===== config.mk =====
export PLATFORM = sky130hd
export DESIGN_NAME = cronoTop
export DESIGN_NICKNAME = d
export VERILOG_FILES = /design/src/verilog/cronoPkg.sv /design/src/verilog/buttonEdges.sv /design/src/verilog/targetEditor.sv /design/src/verilog/runControl.sv /design/src/verilog/rtcCommand.sv /design/src/verilog/cronoTop.sv
export SDC_FILE = /design/constraint.sdc
export NUM_CORES = 1
export LEC_CHECK = 0
export ABC_AREA = 1
export BUFFER_PORTS_ARGS = -buffer_cell sky130_fd_sc_hd__clkbuf_2
export CELL_PAD_IN_SITES_DETAIL_PLACEMENT = 1
export CELL_PAD_IN_SITES_GLOBAL_PLACEMENT = 1
export CORE_ASPECT_RATIO = 0.7
export CORE_MARGIN = 2
export CORE_UTILIZATION = 43
export CTS_CLUSTER_DIAMETER = 100
export DETAILED_ROUTE_END_ITERATION = 12
export PLACE_DENSITY_LB_ADDON = 0.1
export SYNTH_ARGS = -nofsm -noshare
export SYNTH_HDL_FRONTEND = slang
export SYNTH_SLANG_ARGS = --single-unit

===== constraint.sdc =====
create_clock -name clk -period 8.3 [get_ports clk]
set_input_delay 1.66 -clock clk [delete_from_list [all_inputs] [get_ports clk]]
set_output_delay 1.66 -clock clk [all_outputs]
set_load 0.02 [all_outputs]

===== src/verilog/cronoPkg.sv =====
package cronoPkg;

    // Two BCD digits, tens in the upper nibble
    typedef logic [7:0] bcd_t;

    typedef struct packed {
        bcd_t hours;
        bcd_t minutes;
        bcd_t seconds;
    } timeBcd_t;

    // Raw levels and edge pulses share this layout
    typedef struct packed {
        logic up;
        logic down;
        logic left;
        logic right;
    } buttons_t;

    typedef enum logic [1:0] {
        fieldSeconds = 2'd0,
        fieldMinutes = 2'd1,
        fieldHours   = 2'd2,
        fieldRunning = 2'd3 // No field under edit
    } editField_e;

    typedef enum logic [1:0] {
        stateProgramming = 2'd0,
        stateIdle        = 2'd1,
        stateActive      = 2'd2,
        stateRinging     = 2'd3
    } cronoState_e;

    // RTC control register values
    typedef enum logic [7:0] {
        rtcStop  = 8'h00,
        rtcStart = 8'h08
    } rtcCmd_e;

    localparam logic [7:0] CursorSeconds = 8'h41;
    localparam logic [7:0] CursorMinutes = 8'h42;
    localparam logic [7:0] CursorHours   = 8'h43;
    localparam logic [7:0] CursorNone    = 8'h00;

    localparam bcd_t MaxSeconds = 8'h59;
    localparam bcd_t MaxMinutes = 8'h59;
    localparam bcd_t MaxHours   = 8'h23;

    localparam logic [7:0] RtcControlAddress = 8'h00;

endpackage


===== src/verilog/buttonEdges.sv =====
module buttonEdges (
    input  logic              clk,
    input  logic              Reset,
    input  cronoPkg::buttons_t buttons,
    output cronoPkg::buttons_t pulses
);
    import cronoPkg::*;

    buttons_t syncStage1;
    buttons_t syncStage2;
    buttons_t lastLevel; // Previous synchronised level
    buttons_t rising;

    // Two-flop synchroniser plus history for the edge compare
    always_ff @(posedge clk or posedge Reset) begin
        if (Reset) begin
            syncStage1 <= '0;
            syncStage2 <= '0;
            lastLevel  <= '0;
        end else begin
            syncStage1 <= buttons;
            syncStage2 <= syncStage1;
            lastLevel  <= syncStage2;
        end
    end

    assign rising = syncStage2 & ~lastLevel;

    // One-hot pulse, up wins over down over left over right
    always_ff @(posedge clk or posedge Reset) begin
        if (Reset) begin
            pulses <= '0;
        end else begin
            pulses <= '0;
            if (rising.up) begin
                pulses.up <= 1'b1;
            end else if (rising.down) begin
                pulses.down <= 1'b1;
            end else if (rising.left) begin
                pulses.left <= 1'b1;
            end else if (rising.right) begin
                pulses.right <= 1'b1;
            end
        end
    end

endmodule


===== src/verilog/targetEditor.sv =====
module targetEditor (
    input  logic               clk,
    input  logic               Reset,
    input  cronoPkg::buttons_t pulses,
    input  logic               programMode,
    input  logic               start,
    input  logic               finished,
    output cronoPkg::timeBcd_t targetTime,
    output logic [7:0]         cursor
);
    import cronoPkg::*;

    editField_e fieldState;
    logic       editEnable;
    bcd_t       fieldValue;
    bcd_t       fieldLimit;
    bcd_t       steppedValue;
    logic [7:0] fieldCode;

    // BCD increment, held at the field limit
    function automatic bcd_t stepUp(input bcd_t value, input bcd_t limit);
        bcd_t result;
        if (value >= limit) begin
            result = limit;
        end else if (value[3:0] == 4'h9) begin
            result = {value[7:4] + 4'h1, 4'h0}; // Carry into tens
        end else begin
            result = value + 8'h01;
        end
        return result;
    endfunction

    // BCD decrement, held at 00
    function automatic bcd_t stepDown(input bcd_t value);
        bcd_t result;
        if (value == 8'h00) begin
            result = 8'h00;
        end else if (value[3:0] == 4'h0) begin
            result = {value[7:4] - 4'h1, 4'h9}; // Borrow from tens
        end else begin
            result = value - 8'h01;
        end
        return result;
    endfunction

    assign editEnable = programMode && !start && !finished;

    // Value and limit of the field under the cursor
    always_comb begin
        fieldValue = targetTime.seconds;
        fieldLimit = MaxSeconds;
        case (fieldState)
            fieldMinutes: begin
                fieldValue = targetTime.minutes;
                fieldLimit = MaxMinutes;
            end
            fieldHours: begin
                fieldValue = targetTime.hours;
                fieldLimit = MaxHours;
            end
            default: ;
        endcase
        steppedValue = pulses.up ? stepUp(fieldValue, fieldLimit) : stepDown(fieldValue);
    end

    always_ff @(posedge clk or posedge Reset) begin
        if (Reset) begin
            fieldState <= fieldRunning;
            targetTime <= '0;
        end else begin
            if (!programMode || start) begin
                fieldState <= fieldRunning; // Left edit mode
            end else if (fieldState == fieldRunning) begin
                fieldState <= fieldSeconds; // Edit always starts on seconds
            end else if (editEnable) begin
                if (pulses.left) begin
                    // Cursor moves toward hours
                    case (fieldState)
                        fieldSeconds: fieldState <= fieldMinutes;
                        fieldMinutes: fieldState <= fieldHours;
                        default:      fieldState <= fieldHours;
                    endcase
                end else if (pulses.right) begin
                    case (fieldState)
                        fieldHours:   fieldState <= fieldMinutes;
                        fieldMinutes: fieldState <= fieldSeconds;
                        default:      fieldState <= fieldSeconds;
                    endcase
                end else if (pulses.up || pulses.down) begin
                    case (fieldState)
                        fieldSeconds: targetTime.seconds <= steppedValue;
                        fieldMinutes: targetTime.minutes <= steppedValue;
                        fieldHours:   targetTime.hours   <= steppedValue;
                        default: ;
                    endcase
                end
            end
        end
    end

    always_comb begin
        case (fieldState)
            fieldSeconds: fieldCode = CursorSeconds;
            fieldMinutes: fieldCode = CursorMinutes;
            fieldHours:   fieldCode = CursorHours;
            default:      fieldCode = CursorNone;
        endcase
    end

    // Blank the cursor as soon as edit mode drops
    assign cursor = (programMode && !start) ? fieldCode : CursorNone;

endmodule


===== src/verilog/runControl.sv =====
module runControl (
    input  logic               clk,
    input  logic               Reset,
    input  logic               start,
    input  cronoPkg::timeBcd_t rtcTime,
    input  cronoPkg::timeBcd_t targetTime,
    output logic               finished,
    output logic               cronoActive,
    output logic               ring
);
    import cronoPkg::*;

    cronoState_e state;
    cronoState_e nextState;
    logic        timeMatch;

    // A zero target never counts as reached
    assign timeMatch = (rtcTime == targetTime) && (targetTime != '0);

    always_ff @(posedge clk or posedge Reset) begin
        if (Reset) begin
            finished <= 1'b0;
        end else begin
            finished <= timeMatch;
        end
    end

    always_comb begin
        nextState = state;
        case (state)
            stateProgramming: begin
                if (finished) begin
                    nextState = stateRinging;
                end else if (start) begin
                    nextState = stateActive;
                end else begin
                    nextState = stateIdle;
                end
            end
            stateIdle: begin
                if (finished) begin
                    nextState = stateRinging;
                end else if (start) begin
                    nextState = stateActive;
                end
            end
            stateActive: begin
                if (finished) begin
                    nextState = stateRinging;
                end else if (!start) begin
                    nextState = stateIdle;
                end
            end
            stateRinging: begin
                // Hold the alarm until the match and the run request are gone
                if (!finished && !start) begin
                    nextState = stateProgramming;
                end
            end
            default: nextState = stateProgramming;
        endcase
    end

    // Outputs registered alongside the state
    always_ff @(posedge clk or posedge Reset) begin
        if (Reset) begin
            state       <= stateProgramming;
            cronoActive <= 1'b0;
            ring        <= 1'b0;
        end else begin
            state       <= nextState;
            cronoActive <= (nextState == stateActive);
            ring        <= (nextState == stateRinging);
        end
    end

endmodule


===== src/verilog/rtcCommand.sv =====
module rtcCommand #(
    parameter int HoldCycles = 338
) (
    input  logic              clk,
    input  logic              Reset,
    input  logic              cronoActive,
    output logic [7:0]        rtcAddress,
    output cronoPkg::rtcCmd_e rtcData,
    output logic              rtcWrite
);
    import cronoPkg::*;

    localparam int CountWidth = $clog2(HoldCycles + 1);

    logic                  lastActive;
    logic                  activeChange;
    logic [CountWidth-1:0] holdCount;

    assign activeChange = (cronoActive != lastActive);

    // A new change reloads the counter, even mid-hold
    always_ff @(posedge clk or posedge Reset) begin
        if (Reset) begin
            lastActive <= 1'b0;
            holdCount  <= '0;
        end else begin
            lastActive <= cronoActive;
            if (activeChange) begin
                holdCount <= CountWidth'(HoldCycles);
            end else if (holdCount != '0) begin
                holdCount <= holdCount - 1'b1;
            end
        end
    end

    assign rtcWrite = (holdCount != '0);

    assign rtcAddress = RtcControlAddress; // Only the control register is written

    // lastActive already holds the level that triggered the hold
    always_comb begin
        if (rtcWrite) begin
            rtcData = lastActive ? rtcStart : rtcStop;
        end else begin
            rtcData = rtcStop; // Bus idles at zero
        end
    end

endmodule


===== src/verilog/cronoTop.sv =====
module cronoTop #(
    parameter int HoldCycles = 338
) (
    input  logic               clk,
    input  logic               Reset,
    input  logic               programMode,
    input  logic               start,
    input  cronoPkg::timeBcd_t rtcTime,
    input  cronoPkg::buttons_t buttons,
    output logic               cronoActive,
    output logic               ring,
    output logic [7:0]         cursor,
    output cronoPkg::timeBcd_t targetTime,
    output logic [7:0]         rtcAddress,
    output cronoPkg::rtcCmd_e  rtcData,
    output logic               rtcWrite
);
    import cronoPkg::*;

    buttons_t pulses;   // One-hot button strobes
    logic     finished; // Registered time match

    buttonEdges buttonEdgesInst (
        .clk     (clk),
        .Reset   (Reset),
        .buttons (buttons),
        .pulses  (pulses)
    );

    targetEditor targetEditorInst (
        .clk         (clk),
        .Reset       (Reset),
        .pulses      (pulses),
        .programMode (programMode),
        .start       (start),
        .finished    (finished),
        .targetTime  (targetTime),
        .cursor      (cursor)
    );

    runControl runControlInst (
        .clk         (clk),
        .Reset       (Reset),
        .start       (start),
        .rtcTime     (rtcTime),
        .targetTime  (targetTime),
        .finished    (finished),
        .cronoActive (cronoActive),
        .ring        (ring)
    );

    rtcCommand #(
        .HoldCycles (HoldCycles)
    ) rtcCommandInst (
        .clk         (clk),
        .Reset       (Reset),
        .cronoActive (cronoActive),
        .rtcAddress  (rtcAddress),
        .rtcData     (rtcData),
        .rtcWrite    (rtcWrite)
    );

endmodule


==> out/metrics.sh <==
DIE_WIDTH_UM=113.8
SYNTH_AREA_PER_CELL_UM2=7.859
WORST_SKEW_PAIR.LATE_LATENCY_NS=0.33
FINAL_POWER_mW=0.9123
SYNTH_TOP_AREA_SHARE_PCT=37.90
PRE_CTS_SLACK_NS=4.167
CP.REQUIRED_NS=6.64
SETUP_TNS_NS=0
WORST_SLACK_NS=4.169
P_PER_AREA_nW_PER_UM2=214.6
SYNTH_COMPOUND_GATE_AREA_SHARE_PCT=7.167
ROUTE.ANTENNA.REMAINING_NETS=0
PLACE_INST=626
DRIVE_GT1_SHARE_PCT=22.53
SYNTH_SEQUENTIAL_AREA_RATIO_PCT=39.35
SYNTH_SEQ_CELLS=57
DRT_ITER0_MARKERS=180
SYNTH_TOP_FAMILY_BY_AREA='simple AND/OR/NAND/NOR gates'
SYN_TO_FINAL_GROWTH_PCT=17.09
DETAILED_PLACE.AREA_UM2=3970
GRT_OVERFLOW_TOTAL=0
CLOCK-SKEW-FINAL_NS=0.004863
WORST_PATH_LARGEST_CELL_DELAY_NS=0.18
WIRE_LENGTH_OF_THE_FIRST_GLOBAL_ROUTING_PASS_UM=17860
SETUP.WORST_PATH.CLASS='in2out'
WL_PER_CELL_UM=17.20
GRT_START_MAX_NET_PINS=58
HOLDWS_NS=0.3477
DRT_PRE_ANTENNA_ITERS=4
FMAX_MHz=242.1
CTS.PATH.MAX_BUFFERS=2
WORST-ENDPOINT-ARRIVAL_NS=2.47
CTS-HOLD-FIX-BUFFERS=0
CTS_TREE='built'
POST_SYNTH_FA_HA_MAJ_AREA_FRACTION_PCT=4.135
ANTENNA_FOUND_INITIAL=0
CRITICAL_PATH.ENDPOINT_TYPE='primary output'
ROUTABILITYCONGESTION=0.9126
POST_LAYOUT_UTILIZATION_OF_THE_CORE_PCT=50.99
TIMING.CRITICAL_PATH.CELLS='clkbuf_2 > inv_1 > nand2_1 > nor2_1 > inv_1 > a21oi_1 > clkbuf_2'
GLOBAL_ROUTE.USAGE.TOTAL_PCT=25.70
INITIAL_CORE_UTIL_PCT=43.55
COUNT_OF_CELL_TYPES_IN_THE_NETLIST=40
WORSTHOLDPATHTYPE='reg2reg'
POST_ROUTE_STANDARD_CELL_AREA_EXCLUDING_FILLERS_UM2=4252
HOLD_VIOL_FINAL=0
FILLERS=1056
CTSHTREEMAXLEVEL=3
YS_TOP_CELLS_BY_AREA='dfrtp_1 (38%), nand2_1 (15%), inv_1 (4.8%), buf_4 (4.3%), ha_1 (4.1%)'
RESULT_OF_THE_RUN='completed'
SYNTH_XOR_AREA_SHARE_PCT=5.789
DRC=0
POST_ROUTE_NON_FILLER_STANDARD_CELL_COUNT=642
MOST-COMMON-LAYOUT-CELLS='nand2_1 (143), clkbuf_2 (62), dfrtp_1 (55), inv_1 (45)'
VIA_COUNT=3341
CLOCK_SINKS=57
SYN_AREA_UM2=3631
PERIOD_SHARE_PCT=49.77
SYNTH_EDF_COUNT=0
STARTPOINT_TYPE='input port'
WL_UM=11040
SETUP_VIOL=0
MOSTFREQUENTLAYOUTCELL='nand2_1'
FIRST_GLOBAL_VIAS=3358
CHIPHEIGHT_UM=80.88
TIMING.FINAL.CRIT_PERIOD_NS=4.131
CTS-ROOT-BUF='clkbuf_16'
SIMPLE_GATE_FRACTION_OF_SYNTH_AREA_PCT=32.77
ANTENNA-DIODE-COUNT=0
CTS_INSERTED_BUFFERS=9
CLK_PIN_SLEW_WORST_PATHS_NS=0.05
SYNTH.MUX.AREA_FRACTION_PCT=0
PORT-BUFFER-COUNT=62
BOUNDARYPINS=83
CTS_SETUP_BUFFERS=0
MAX_CAP_VIOLATIONS=0
IR_DROP_mV=0.1203
CORE_UM2=8338
DPL.HPWL_UM=8805
WORST_SLEW_PIN_SLEW_NS=0.7306
TIMING_MAX_TRANSITION_VIOLATIONS_FINAL=0
POST_CTS.RESIZED_INSTANCES=0
SYNTH-WARNING-COUNT=0
PLEAK_nW=2.302
SYNTHESIS.INSTANCES=462
VIAS_PER_CELL=5.204
CP_NUM_BUF_INV=4
SYNTH_LARGEST_AREA_CELL='dfrtp_1'
CRITICAL-PATH-TOP-DELAY-FAMILY='buffers and inverters'
NUM_ROWS=28
TIMING.SLEW.HEADROOM_PCT=51.29
SYNTHFLOPTYPE='dfrtp_1'
AREA_OF_THE_DIE_UM2=9207
POSTSYNTH.ASYNCRESETSHARE_PCT=100.0
WORSTPATHMAXFANOUT=4
RSZ_0062_RAISED_AFTER_GLOBAL_ROUTING='false'
CPMAXSTAGEDELAYCELL='clkbuf_2'
FINAL_NETS=576
## registers in the layout, indices dropped and copies added, names as in the netlist, 2 cells and up
name and flops:
buttonEdgesInst.lastLevel 4, buttonEdgesInst.pulses 4, buttonEdgesInst.syncStage1 4, buttonEdgesInst.syncStage2 4, rtcCommandInst.holdCount 9, runControlInst.state 2
targetEditorInst.fieldState 2, targetEditorInst.targetTime 24
## cell type report
cell class                      instances  area, um2  share of cell area (%)
Multi-Input combinational cell        348       1886                   44.35
Sequential cell                        57       1429                   33.61
Timing Repair Buffer                   65      332.8                   7.828
Clock buffer                           10      239.0                   5.621
Inverter                               51      191.4                   4.503
Tap cell                              105      131.4                   3.090
Clock inverter                          6      42.54                   1.001
## metal layers
metal | routed length, um | global-route usage (%) | vias to the layer above
met4 | 121 | 6.585 | 0
met5 | 0 | 0 | -
li1 | - | - | 1595
met1 | 5448 | 36.51 | 1636
met3 | 585 | 4.851 | 13
met2 | 4887 | 40.72 | 97
## power breakdown
group	internal, mW	leakage [nW]	switching [mW]	total [mW]
Combinational	0.0812	1.44	0.156	0.237
Sequential	0.304	0.726	0.0311	0.335
Clock	0.210	0.135	0.131	0.341
Total	0.595	2.30	0.318	0.912
## cell families after synthesis
kind of cell	Yosys count
AO/OA/AOI/OAI	44
buffers and inverters	76
flip-flops	57
adder cells (fa/ha/maj)	12
XOR/XNOR	24
AND/OR/NAND/NOR	248
other	1
## synth_stat cells (all sizes together), types with 3 or more instances
cell    count
ha         12
o21ai      21
or2         5
dfrtp      55
xnor2      17
a21oi      11
xor2        7
nand4       7
nand3      33
nand3b      3
nor4       10
nor2       32
inv        51
buf        25
nand2     155
## worst paths after layout
kind,startpoint,slack (ns),depth (start not counted),to
max in group asynchronous,Reset,6.30,3,targetEditorInst.targetTime[9]$_DFFE_PP0P_
worst min-delay path,buttonEdgesInst.syncStage1[0]$_DFF_PP0_,0.35,0,buttonEdgesInst.syncStage2[0]$_DFF_PP0_
worst min register to register,buttonEdgesInst.syncStage1[0]$_DFF_PP0_,0.35,0,buttonEdgesInst.syncStage2[0]$_DFF_PP0_
worst max register to register,targetEditorInst.fieldState[0]$_DFFE_PP1P_,5.06,17,targetEditorInst.targetTime[23]$_DFFE_PP0P_
min in group asynchronous,Reset,1.51,3,buttonEdgesInst.syncStage1[0]$_DFF_PP0_
worst max-delay path,start,4.17,7,cursor[0]
Note: power is estimated with default switching activity, not from simulation.
